## src/rtl/spim_pkg.sv

```systemverilog
`default_nettype none

package spim_pkg;

  // ------------------------------
  // Widths that carry a meaning
  // ------------------------------

  // One flash byte such as an opcode
  typedef logic [7:0]  spim_byte_t;
  // Address, data and APB data word
  typedef logic [31:0] spim_word_t;
  // APB register offset
  typedef logic [4:0]  spim_apb_addr_t;
  // Byte count minus one so 0 means one byte
  typedef logic [1:0]  spim_len_t;
  // SPI clock divider
  typedef logic [5:0]  spim_div_t;
  // Bits left in a shift of up to 32
  typedef logic [5:0]  spim_bitcnt_t;

  // ------------------------------
  // Register map
  // ------------------------------
  localparam spim_apb_addr_t REG_CFG    = 5'h00;
  localparam spim_apb_addr_t REG_CMD    = 5'h04;
  localparam spim_apb_addr_t REG_ADDR   = 5'h08;
  localparam spim_apb_addr_t REG_WDATA  = 5'h0C;
  localparam spim_apb_addr_t REG_RDATA  = 5'h10;
  localparam spim_apb_addr_t REG_STATUS = 5'h14;

  // Flash phase sequence codes
  typedef enum logic [3:0] {
    SEQ_C    = 4'd0,   // Command only
    SEQ_CA   = 4'd2,   // Command, address
    SEQ_CAR  = 4'd3,   // Command, address, read
    SEQ_CADR = 4'd4,   // Command, address, dummy, read
    SEQ_CAW  = 4'd7,   // Command, address, write
    SEQ_CR   = 4'd11   // Command, read
  } spim_seq_e;

  // Sequencer FSM states
  typedef enum logic [2:0] {
    IDLE, CS_LEAD, CMD, ADDR, DUMMY, WRITE, READ, CS_LAG
  } spim_state_e;

  // Static configuration from REG_CFG
  typedef struct packed {
    spim_div_t  div;
    logic [1:0] cs_sel;
    logic [1:0] cs_lead;
    logic [1:0] cs_lag;
  } spim_cfg_t;

  // One flash transaction as seen by the sequencer
  typedef struct packed {
    spim_byte_t opcode;
    spim_len_t  addr_len;
    spim_len_t  dummy_len;
    spim_len_t  data_len;
    spim_seq_e  seq;
    spim_word_t addr;
    spim_word_t wdata;
  } spim_cmd_t;

  // Shift request with data MSB aligned for sending
  typedef struct packed {
    logic         load;
    logic         rx;
    spim_bitcnt_t bits;
    spim_word_t   data;
  } spim_shift_req_t;

endpackage

`default_nettype wire

```

## src/rtl/spim_regs.sv

```systemverilog
`timescale 1ns/100ps
`default_nettype none

module spim_regs (
  input  wire                         clk,
  input  wire                         rstn,
  // APB slave, zero wait states
  input  wire                         psel,
  input  wire                         penable,
  input  wire                         pwrite,
  input  spim_pkg::spim_apb_addr_t    paddr,
  input  spim_pkg::spim_word_t        pwdata,
  output spim_pkg::spim_word_t        prdata,
  // Towards the sequencer
  output spim_pkg::spim_cfg_t         cfg,
  output spim_pkg::spim_cmd_t         cmd,
  output logic                        start,
  input  wire                         busy,
  input  wire                         rdata_valid,
  input  spim_pkg::spim_word_t        rdata
);

  logic                 wr_en;
  logic                 cmd_accept;
  spim_pkg::spim_word_t rdata_q;

  // Write strobe in the APB access phase
  assign wr_en = psel & penable & pwrite;

  // A new command only when nothing is running or about to start
  assign cmd_accept = wr_en & (paddr == spim_pkg::REG_CMD) & ~busy & ~start;

  // ------------------------------
  // Control registers
  // ------------------------------
  always_ff @(posedge clk or negedge rstn) begin
    if (!rstn) begin
      cfg   <= '0;
      start <= 1'b0;
    end else begin
      // Start pulses in the cycle after the accepted write
      start <= cmd_accept;
      if (wr_en && (paddr == spim_pkg::REG_CFG)) begin
        cfg.div     <= pwdata[5:0];
        cfg.cs_sel  <= pwdata[9:8];
        cfg.cs_lead <= pwdata[11:10];
        cfg.cs_lag  <= pwdata[13:12];
      end
    end
  end

  // ------------------------------
  // Command and data registers
  // ------------------------------
  always_ff @(posedge clk) begin
    if (cmd_accept) begin
      cmd.opcode    <= pwdata[7:0];
      cmd.addr_len  <= pwdata[9:8];
      cmd.dummy_len <= pwdata[11:10];
      cmd.data_len  <= pwdata[13:12];
      cmd.seq       <= spim_pkg::spim_seq_e'(pwdata[19:16]);
    end
    if (wr_en && (paddr == spim_pkg::REG_ADDR)) begin
      cmd.addr <= pwdata;
    end
    if (wr_en && (paddr == spim_pkg::REG_WDATA)) begin
      cmd.wdata <= pwdata;
    end
    // Read result lands once per read phase
    if (rdata_valid) begin
      rdata_q <= rdata;
    end
  end

  // ------------------------------
  // Read mux
  // ------------------------------
  always_comb begin
    prdata = '0;
    case (paddr)
      spim_pkg::REG_CFG: begin
        prdata[5:0]   = cfg.div;
        prdata[9:8]   = cfg.cs_sel;
        prdata[11:10] = cfg.cs_lead;
        prdata[13:12] = cfg.cs_lag;
      end
      spim_pkg::REG_CMD: begin
        prdata[7:0]   = cmd.opcode;
        prdata[9:8]   = cmd.addr_len;
        prdata[11:10] = cmd.dummy_len;
        prdata[13:12] = cmd.data_len;
        prdata[19:16] = cmd.seq;
      end
      spim_pkg::REG_ADDR: begin
        prdata = cmd.addr;
      end
      spim_pkg::REG_WDATA: begin
        prdata = cmd.wdata;
      end
      spim_pkg::REG_RDATA: begin
        prdata = rdata_q;
      end
      // Busy also covers the start cycle before the FSM leaves idle
      spim_pkg::REG_STATUS: begin
        prdata[0] = busy | start;
      end
      default: begin
        prdata = '0;
      end
    endcase
  end

endmodule

`default_nettype wire

```

## src/rtl/spim_clkgen.sv

```systemverilog
`timescale 1ns/100ps
`default_nettype none

module spim_clkgen (
  input  wire                  clk,
  input  wire                  rstn,
  input  wire                  en,
  input  spim_pkg::spim_div_t  div,
  output logic                 spi_clk,
  output logic                 spi_rise,
  output logic                 spi_fall
);

  spim_pkg::spim_div_t cnt;
  logic                tick;

  // Half period ends when the counter reaches the divider
  assign tick = en & (cnt == div);

  // Edge strobes lead the spi_clk flop by one cycle
  assign spi_rise = tick & ~spi_clk;
  assign spi_fall = tick & spi_clk;

  always_ff @(posedge clk or negedge rstn) begin
    if (!rstn) begin
      cnt     <= '0;
      spi_clk <= 1'b0;
    end else if (!en) begin
      // Park low so the next shift starts with a rise
      cnt     <= '0;
      spi_clk <= 1'b0;
    end else if (tick) begin
      cnt     <= '0;
      spi_clk <= ~spi_clk;
    end else begin
      cnt <= cnt + 1'b1;
    end
  end

endmodule

`default_nettype wire

```

## src/rtl/spim_shift.sv

```systemverilog
`timescale 1ns/100ps
`default_nettype none

module spim_shift (
  input  wire                        clk,
  input  wire                        rstn,
  // Shift request from the sequencer
  input  spim_pkg::spim_shift_req_t  req,
  // Edge strobes from the clock generator
  input  wire                        spi_rise,
  input  wire                        spi_fall,
  // Serial lines
  input  wire                        sdi,
  output logic                       sdo,
  // Status back
  output logic                       clk_en,
  output logic                       done,
  output spim_pkg::spim_word_t       rx_data
);

  logic                   active;
  logic                   rx_mode;
  spim_pkg::spim_bitcnt_t bit_cnt;
  spim_pkg::spim_word_t   shreg;

  // ------------------------------
  // Bit counter and handshake
  // ------------------------------
  always_ff @(posedge clk or negedge rstn) begin
    if (!rstn) begin
      active  <= 1'b0;
      rx_mode <= 1'b0;
      bit_cnt <= '0;
      done    <= 1'b0;
    end else begin
      done <= 1'b0;
      if (req.load) begin
        active  <= 1'b1;
        rx_mode <= req.rx;
        bit_cnt <= req.bits;
      end else if (active && spi_rise) begin
        // Every rise consumes one bit, in both directions
        bit_cnt <= bit_cnt - 1'b1;
        if (bit_cnt == 6'd1) begin
          // Last rise, stop the clock and report next cycle
          active <= 1'b0;
          done   <= 1'b1;
        end
      end
    end
  end

  // ------------------------------
  // Data shift register
  // ------------------------------
  always_ff @(posedge clk) begin
    if (req.load) begin
      // Receive starts from zero so short reads end up in the low bits
      shreg <= req.rx ? '0 : req.data;
    end else if (active) begin
      if (rx_mode && spi_rise) begin
        shreg <= {shreg[30:0], sdi};
      end else if (!rx_mode && spi_fall) begin
        // Next bit moves up to the top on the falling edge
        shreg <= {shreg[30:0], 1'b0};
      end
    end
  end

  // First bit goes out already in the load cycle
  always_comb begin
    if (req.load) begin
      sdo = ~req.rx & req.data[31];
    end else begin
      sdo = active & ~rx_mode & shreg[31];
    end
  end

  // SPI clock runs only while bits are left
  assign clk_en = active;

  // Raw sampled bits, the last bit received sits in bit 0
  assign rx_data = shreg;

endmodule

`default_nettype wire

```

## src/rtl/spim_seq.sv

```systemverilog
`timescale 1ns/100ps
`default_nettype none

module spim_seq #(
  parameter int NUM_CS = 4
) (
  input  wire                         clk,
  input  wire                         rstn,
  // From the register block
  input  spim_pkg::spim_cfg_t         cfg,
  input  spim_pkg::spim_cmd_t         cmd,
  input  wire                         start,
  output logic                        busy,
  output logic                        rdata_valid,
  output spim_pkg::spim_word_t        rdata,
  // Shifter handshake
  output spim_pkg::spim_shift_req_t   req,
  input  wire                         done,
  input  spim_pkg::spim_word_t        rx_data,
  // Active low chip selects
  output logic [NUM_CS-1:0]           csn
);

  spim_pkg::spim_state_e state;
  spim_pkg::spim_state_e state_nxt;
  spim_pkg::spim_cmd_t   cmd_q;
  logic [1:0]            cs_cnt;
  logic [1:0]            cs_cnt_nxt;
  logic                  load_q;
  logic                  load_nxt;
  logic [NUM_CS-1:0]     cs_on;

  // Phase order per sequence, CS_LAG means no phase is left
  function automatic spim_pkg::spim_state_e next_phase(
    input spim_pkg::spim_state_e cur,
    input spim_pkg::spim_seq_e   seq
  );
    next_phase = spim_pkg::CS_LAG;
    case (cur)
      spim_pkg::CMD: begin
        case (seq)
          spim_pkg::SEQ_CA, spim_pkg::SEQ_CAR,
          spim_pkg::SEQ_CADR, spim_pkg::SEQ_CAW: next_phase = spim_pkg::ADDR;
          spim_pkg::SEQ_CR:                      next_phase = spim_pkg::READ;
          default:                               next_phase = spim_pkg::CS_LAG;
        endcase
      end
      spim_pkg::ADDR: begin
        case (seq)
          spim_pkg::SEQ_CAR:  next_phase = spim_pkg::READ;
          spim_pkg::SEQ_CADR: next_phase = spim_pkg::DUMMY;
          spim_pkg::SEQ_CAW:  next_phase = spim_pkg::WRITE;
          default:            next_phase = spim_pkg::CS_LAG;
        endcase
      end
      spim_pkg::DUMMY: next_phase = spim_pkg::READ;
      default:         next_phase = spim_pkg::CS_LAG;
    endcase
  endfunction

  // Byte length field to bit count
  function automatic spim_pkg::spim_bitcnt_t len_bits(input spim_pkg::spim_len_t len);
    len_bits = {1'b0, len, 3'b000} + 6'd8;
  endfunction

  // ------------------------------
  // Phase FSM
  // ------------------------------
  always_comb begin
    state_nxt  = state;
    cs_cnt_nxt = cs_cnt;
    load_nxt   = 1'b0;
    case (state)
      spim_pkg::IDLE: begin
        if (start) begin
          state_nxt  = spim_pkg::CS_LEAD;
          cs_cnt_nxt = '0;
        end
      end
      // Setup time between chip select and the first clock
      spim_pkg::CS_LEAD: begin
        if (cs_cnt == cfg.cs_lead) begin
          state_nxt = spim_pkg::CMD;
          load_nxt  = 1'b1;
        end else begin
          cs_cnt_nxt = cs_cnt + 1'b1;
        end
      end
      // Hold time, the cycle of the last done counts as the first
      spim_pkg::CS_LAG: begin
        if (cs_cnt == cfg.cs_lag) begin
          state_nxt = spim_pkg::IDLE;
        end else begin
          cs_cnt_nxt = cs_cnt + 1'b1;
        end
      end
      // Any shift phase waits for the shifter
      default: begin
        if (done) begin
          state_nxt = next_phase(state, cmd_q.seq);
          if (state_nxt == spim_pkg::CS_LAG) begin
            cs_cnt_nxt = 2'd1;
            if (cfg.cs_lag == 2'd0) begin
              state_nxt = spim_pkg::IDLE;
            end
          end else begin
            load_nxt = 1'b1;
          end
        end
      end
    endcase
  end

  // Chip select decode, an out of range select drives none
  always_comb begin
    cs_on = '0;
    for (int i = 0; i < NUM_CS; i++) begin
      cs_on[i] = (cfg.cs_sel == i);
    end
  end

  always_ff @(posedge clk or negedge rstn) begin
    if (!rstn) begin
      state  <= spim_pkg::IDLE;
      cs_cnt <= '0;
      load_q <= 1'b0;
      csn    <= '1;
    end else begin
      state  <= state_nxt;
      cs_cnt <= cs_cnt_nxt;
      load_q <= load_nxt;
      // Chip select follows the next state so it leaves with busy
      csn    <= (state_nxt == spim_pkg::IDLE) ? '1 : ~cs_on;
    end
  end

  // Transaction copy, frees the registers for the next command
  always_ff @(posedge clk) begin
    if (start && (state == spim_pkg::IDLE)) begin
      cmd_q <= cmd;
    end
  end

  // ------------------------------
  // Shift requests
  // ------------------------------
  always_comb begin
    req.load = load_q;
    req.rx   = 1'b0;
    req.bits = 6'd8;
    req.data = '0;
    case (state)
      spim_pkg::CMD: begin
        req.data = {cmd_q.opcode, 24'h0};
      end
      spim_pkg::ADDR: begin
        // Left align the used address bytes
        req.bits = len_bits(cmd_q.addr_len);
        req.data = cmd_q.addr << {~cmd_q.addr_len, 3'b000};
      end
      spim_pkg::DUMMY: begin
        req.bits = len_bits(cmd_q.dummy_len);
      end
      spim_pkg::WRITE: begin
        // Byte 0 goes out first, each byte MSB first
        req.bits = len_bits(cmd_q.data_len);
        req.data = {cmd_q.wdata[7:0], cmd_q.wdata[15:8],
                    cmd_q.wdata[23:16], cmd_q.wdata[31:24]};
      end
      spim_pkg::READ: begin
        req.rx   = 1'b1;
        req.bits = len_bits(cmd_q.data_len);
      end
      default: begin
        req.load = load_q;
      end
    endcase
  end

  // ------------------------------
  // Read data, little endian
  // ------------------------------
  always_comb begin
    int src;
    rdata = '0;
    for (int k = 0; k < 4; k++) begin
      // First received byte sits highest in the shifter
      src = int'(cmd_q.data_len) - k;
      if (src >= 0) begin
        rdata[8*k +: 8] = rx_data[8*src +: 8];
      end
    end
  end

  assign rdata_valid = (state == spim_pkg::READ) & done;
  assign busy        = (state != spim_pkg::IDLE);

endmodule

`default_nettype wire

```

## src/rtl/spim_top.sv

```systemverilog
`timescale 1ns/100ps
`default_nettype none

module spim_top #(
  parameter int NUM_CS = 4
) (
  input  wire                       clk,
  input  wire                       rstn,
  // APB slave
  input  wire                       psel,
  input  wire                       penable,
  input  wire                       pwrite,
  input  spim_pkg::spim_apb_addr_t  paddr,
  input  spim_pkg::spim_word_t      pwdata,
  output spim_pkg::spim_word_t      prdata,
  // SPI flash pins
  output logic                      spi_clk,
  output logic [NUM_CS-1:0]         csn,
  output logic                      sdo,
  input  wire                       sdi
);

  // ------------------------------
  // Internal nets
  // ------------------------------
  spim_pkg::spim_cfg_t       cfg;
  spim_pkg::spim_cmd_t       cmd;
  logic                      start;
  logic                      busy;
  logic                      rdata_valid;
  spim_pkg::spim_word_t      rdata;
  spim_pkg::spim_shift_req_t req;
  logic                      done;
  spim_pkg::spim_word_t      rx_data;
  logic                      clk_en;
  logic                      spi_rise;
  logic                      spi_fall;

  // Software view, configuration and command
  spim_regs u_regs (
    .clk (clk), .rstn (rstn),
    .psel (psel), .penable (penable), .pwrite (pwrite),
    .paddr (paddr), .pwdata (pwdata), .prdata (prdata),
    .cfg (cfg), .cmd (cmd), .start (start),
    .busy (busy), .rdata_valid (rdata_valid), .rdata (rdata)
  );

  // Phase sequencing and chip select timing
  spim_seq #(.NUM_CS (NUM_CS)) u_seq (
    .clk (clk), .rstn (rstn),
    .cfg (cfg), .cmd (cmd), .start (start),
    .busy (busy), .rdata_valid (rdata_valid), .rdata (rdata),
    .req (req), .done (done), .rx_data (rx_data), .csn (csn)
  );

  // Serial data path
  spim_shift u_shift (
    .clk (clk), .rstn (rstn), .req (req),
    .spi_rise (spi_rise), .spi_fall (spi_fall),
    .sdi (sdi), .sdo (sdo),
    .clk_en (clk_en), .done (done), .rx_data (rx_data)
  );

  // SPI clock from the configured divider
  spim_clkgen u_clkgen (
    .clk (clk), .rstn (rstn), .en (clk_en), .div (cfg.div),
    .spi_clk (spi_clk), .spi_rise (spi_rise), .spi_fall (spi_fall)
  );

endmodule

`default_nettype wire

```

## config.mk

```make
export PLATFORM = sky130hd
export DESIGN_NAME = spim_top
export DESIGN_NICKNAME = d
export VERILOG_FILES = /design/src/rtl/spim_pkg.sv /design/src/rtl/spim_regs.sv /design/src/rtl/spim_clkgen.sv /design/src/rtl/spim_shift.sv /design/src/rtl/spim_seq.sv /design/src/rtl/spim_top.sv
export SDC_FILE = /design/constraint.sdc
export NUM_CORES = 1
export LEC_CHECK = 0
export ABC_AREA = 1
export BUFFER_PORTS_ARGS = -buffer_cell sky130_fd_sc_hd__buf_2
export CORE_MARGIN = 2
export CORE_UTILIZATION = 40
export CTS_BUF_LIST = sky130_fd_sc_hd__clkbuf_16
export DETAILED_ROUTE_END_ITERATION = 10
export PLACE_DENSITY = 0.66
export RECOVER_POWER = 100
export SETUP_SLACK_MARGIN = 0.02
export SLEW_MARGIN = 15
export SYNTH_ARGS = -nofsm -noshare
export SYNTH_HDL_FRONTEND = slang
export SYNTH_SLANG_ARGS = --single-unit
```

## constraint.sdc

```tcl
create_clock -name clk -period 4.5 [get_ports clk]
set_clock_uncertainty 0.15 [all_clocks]
set_input_delay 0.45 -clock clk [delete_from_list [all_inputs] [get_ports clk]]
set_output_delay 0.45 -clock clk [all_outputs]
set_load 0.01 [all_outputs]
```

==> results.txt <==
- In this run the number of H-tree levels came out at 1.
- Summed over all cells, the static leakage comes to 5.22 nW.
* Reported max-cap violation count: 5
- Critical path start-end classification: in2out
- Worst endpoint required time: 3.90 ns
* Final WL: 32800 um
- TritonCTS built the clock tree.
- Number of antenna-violating nets in the routed design: 0
- NumNets Final: 1284
- CTS Buffer Depth: 3
* Die Span Y: 176 um
- In this run the cell area measured after placement is 12700 um2.
- Summed over all failing endpoints, the final setup total negative slack is 0 ns.
- Sequential area share after synthesis: 0.658
- Port buffer count: 80
- Part of the cycle the worst path needs: 0.840
- The checks that failed: capacitance limit, slew limit.
* Final Instance Area: 13700 um2
- Most common library cell in the layout ignoring fill and taps: nand2_1
- The worst path in the final design needs a cycle of 3.78 ns, including I/O delays and setup.
* Wire length of the first global-routing pass: 49600 um
* Flip-flop and latch count after synthesis: 267
- Endpoint class of the critical path: output pin
- Row generation in the floorplan step produced 63 rows.
* Commonest cells after routing, fill and taps aside: nand2_1, edfxtp_1, o21ai_0, inv_1, nor2_1
- In the final routed layout, each cell accounts on average for 19.9 um.
- Initial standard-cell utilization of the core: 0.403
- After synthesis, the netlist uses 48 different library cells.
* Minimum setup slack among reg-to-reg paths: 0.90 ns
* DRC violation total after the first TritonRoute iteration: 993
* Worst slew margin: -0.663
- Among all flip-flop cells after synthesis, the most frequent one is edfxtp_1.
- During I/O placement, the number of pins put on the boundary was 81.
- Counting the buffers created by CTS gives 27.
- The synthesized design contains 228 enable-type register cells.
* Class of the tightest hold or removal check: in2reg
- The worst setup path is launched from a primary input.
* Routed vias: 8847
- Worst path buffer plus inverter count: 3
* Net count of the mapped netlist: 1176
- Antenna violations before repair: 0
- Reg2reg start: u_seq.state[2]
* Number of standard cells in the layout, taps in and fillers out: 1646
- Area fraction in compound gates after synthesis: 0.0937
* Width of the die: 176 um
* Cells traversed along the worst timing path: buf_2 -> nor2_1 -> nand2_1 -> nor2_1 -> clkbuf_1 -> nand2_1 -> nand3_1 -> clkbuf_1
- At the placement stage, the worst setup path has a slack of 1.59 ns.
- The die covers 31100 um2.
- Critical path arrival: 3.18 ns
- The final hold violation count was 0.
- For the pin with the worst max-slew slack, the measured transition is 2.49 ns.
- Crit path to: prdata[26]
* Highest ir drop seen on vdd: 0.286 mV
- The mapped netlist covers 11900 um2.
* 1st-pass router iterations: 8
* Achievable clock frequency: 264 MHz
* Final setup violating endpoints: 0
- By area, the combinational part of the netlist is dominated by simple AND/OR/NAND/NOR gates.
- Vias in the first global route: 8553
- In the routed layout, each cell is associated on average with a via count of 5.37.
* Number of gates given a new drive strength after cts: 0
- Power spread over the standard cell area amounts to 389 nW/um2.
- Cell depth of the worst setup path: 8
* Post-Synth Simple-Gate Area: 0.172
- After detailed routing, the number of remaining DRC violations is 0.
- Entering global routing, the biggest net connects 61 pins.
- The wire-length estimate of the detail-placed layout is 22700 um.
* Worst reg-to-reg path cell count: 3
* Post-synthesis mux area share: 0.00610
- Cell with the biggest individual delay on the critical path: nor2_1
* Slowest Stage Delay on Critical Path: 1.11 ns
- Reg-to-reg endpoint: u_regs.rdata_q[6]
- Clock-pin slew on the worst setup and hold paths: 0.06 ns
- Standard cell core area: 29500 um2
- Adder and majority gate portion of the synthesized area: 0.00736
* Setup repair after global routing missed its margin: false
- Counting every instance in the synthesized netlist gives 1126.
- GRT Overall Usage: 0.212
- Yosys printed 0 warnings.
- Total congestion overflow after global routing: 0
- The congestion estimate from routability-driven global placement came to 0.932.
- Placed instance count: 1565
- Run status: finished with violations
- Master cell of the clock root buffer: clkbuf_16
- Worst setup margin: 0.719 ns
* Fraction of registers with async set/reset: 0.146
- In the final layout, the share of cells above drive strength 1 is 0.0821.
* TritonCTS sink count: 267
- Along the worst path, the maximum fanout reaches 17.
- Critical Path Start: paddr[1]
- Per-instance average area after synthesis: 10.6 um2
- For the worst-skew pair, the clock arrives at the later sink with an insertion delay of 0.54 ns.
* Kind of cell adding the most delay to the critical path: simple AND/OR/NAND/NOR gates
- Power comes to 5.35 mW.
- The max-slew violation count came to 139.
* Layout overhead on the synthesized area: 15.5%
- Of the total synthesized cell area, the portion taken by XOR and XNOR cells is 0.00736.
==> how the worst min path moves through the flow <==
| stage | end | cells past startpoint | from | slack (ns) |
|---|---|---|---|---|
| floorplan | u_clkgen.cnt[0] | 0 | rstn | 0.004 |
| global placement | u_seq.cmd_q[60] | 0 | u_regs.cmd[60] | 0.28 |
| detailed placement | u_seq.cmd_q[78] | 0 | u_regs.cmd[78] | 0.29 |
| CTS | u_regs.cmd[32] | 1 | pwdata[0] | 0.007 |
| global route | u_regs.cmd[74] | 1 | pwdata[0] | 0.1 |
| finish | u_regs.cmd[0] | 1 | pwdata[0] | 0.09 |
==> stage by stage <==
step	util	hold WS (ns)
after floorplan	-	0.00441
after global placement	0.431	0.280
after detailed placement	0.431	0.286
after CTS	0.472	0.00652
after global routing	0.466	0.0967
final	0.466	0.0904
==> logic make-up after synthesis <==
logic type,after synthesis
simple gates,470
xor+xnor,10
mux,7
fa+ha+maj,7
buf+inv,160
flops,267
compound gates,205
==> sequential cells by signal (all words and copies together), names as in the netlist <==
register	flops
u_clkgen.spi_clk	1
u_regs.rdata_q	32
u_seq.state	3
u_seq.cs_cnt	2
u_seq.load_q	1
u_regs.cfg	12
u_shift.bit_cnt	6
u_regs.start	1
u_regs.cmd	82
u_shift.rx_mode	1
u_shift.rx_data	32
u_shift.done	1
u_clkgen.cnt	6
u_seq.csn	4
u_seq.cmd_q	82
u_shift.clk_en	1
==> synthesized netlist by cell type (all sizes together) (4+ instances only) <==
master  number  area share
mux2i        5      0.0042
inv        111       0.035
a21oi       30       0.013
xnor2        5      0.0037
nor3        12      0.0055
dfstp        4      0.0088
o21ai      137       0.058
ha           7      0.0074
nor2        85       0.031
clkbuf      18      0.0058
or2         13      0.0068
buf         29       0.013
o22ai       20       0.011
nand2      280       0.090
xor2         5      0.0037
a221oi       8      0.0059
nand3       53       0.024
dfrtp       35       0.074
nand4       21       0.012
edfxtp     228        0.58
==> cell type report <==
| class | count | area (um2) |
|---|---|---|
| clock buffer | 27 | 676 |
| fill | 2753 | 15700 |
| antenna | 1 | 2.50 |
| clock inverter | 23 | 234 |
| sequential | 267 | 7830 |
| multi-input combinational | 699 | 3380 |
| inverter | 113 | 427 |
| tap | 390 | 488 |
| timing repair buffer | 126 | 703 |
==> per-layer routing <==
layer,up-vias,share of wire,global-route usage
li1,4088,-,-
met1,4249,0.40,0.271
met2,423,0.48,0.349
met3,87,0.080,0.0370
met4,0,0.044,0.102
met5,-,0,0
==> what timing repair did <==
item	4_1_cts	5_1_grt
endpoints found under the hold margin	108	0
setup buffers	0	0
hold buffers	30	0
==> power breakdown <==
part	internal, mW	switching, mW
sequential	2.72	0.0428
combinational	0.105	0.165
clock	1.33	0.984
total	4.15	1.19
Power figures use the tool's default switching activity.
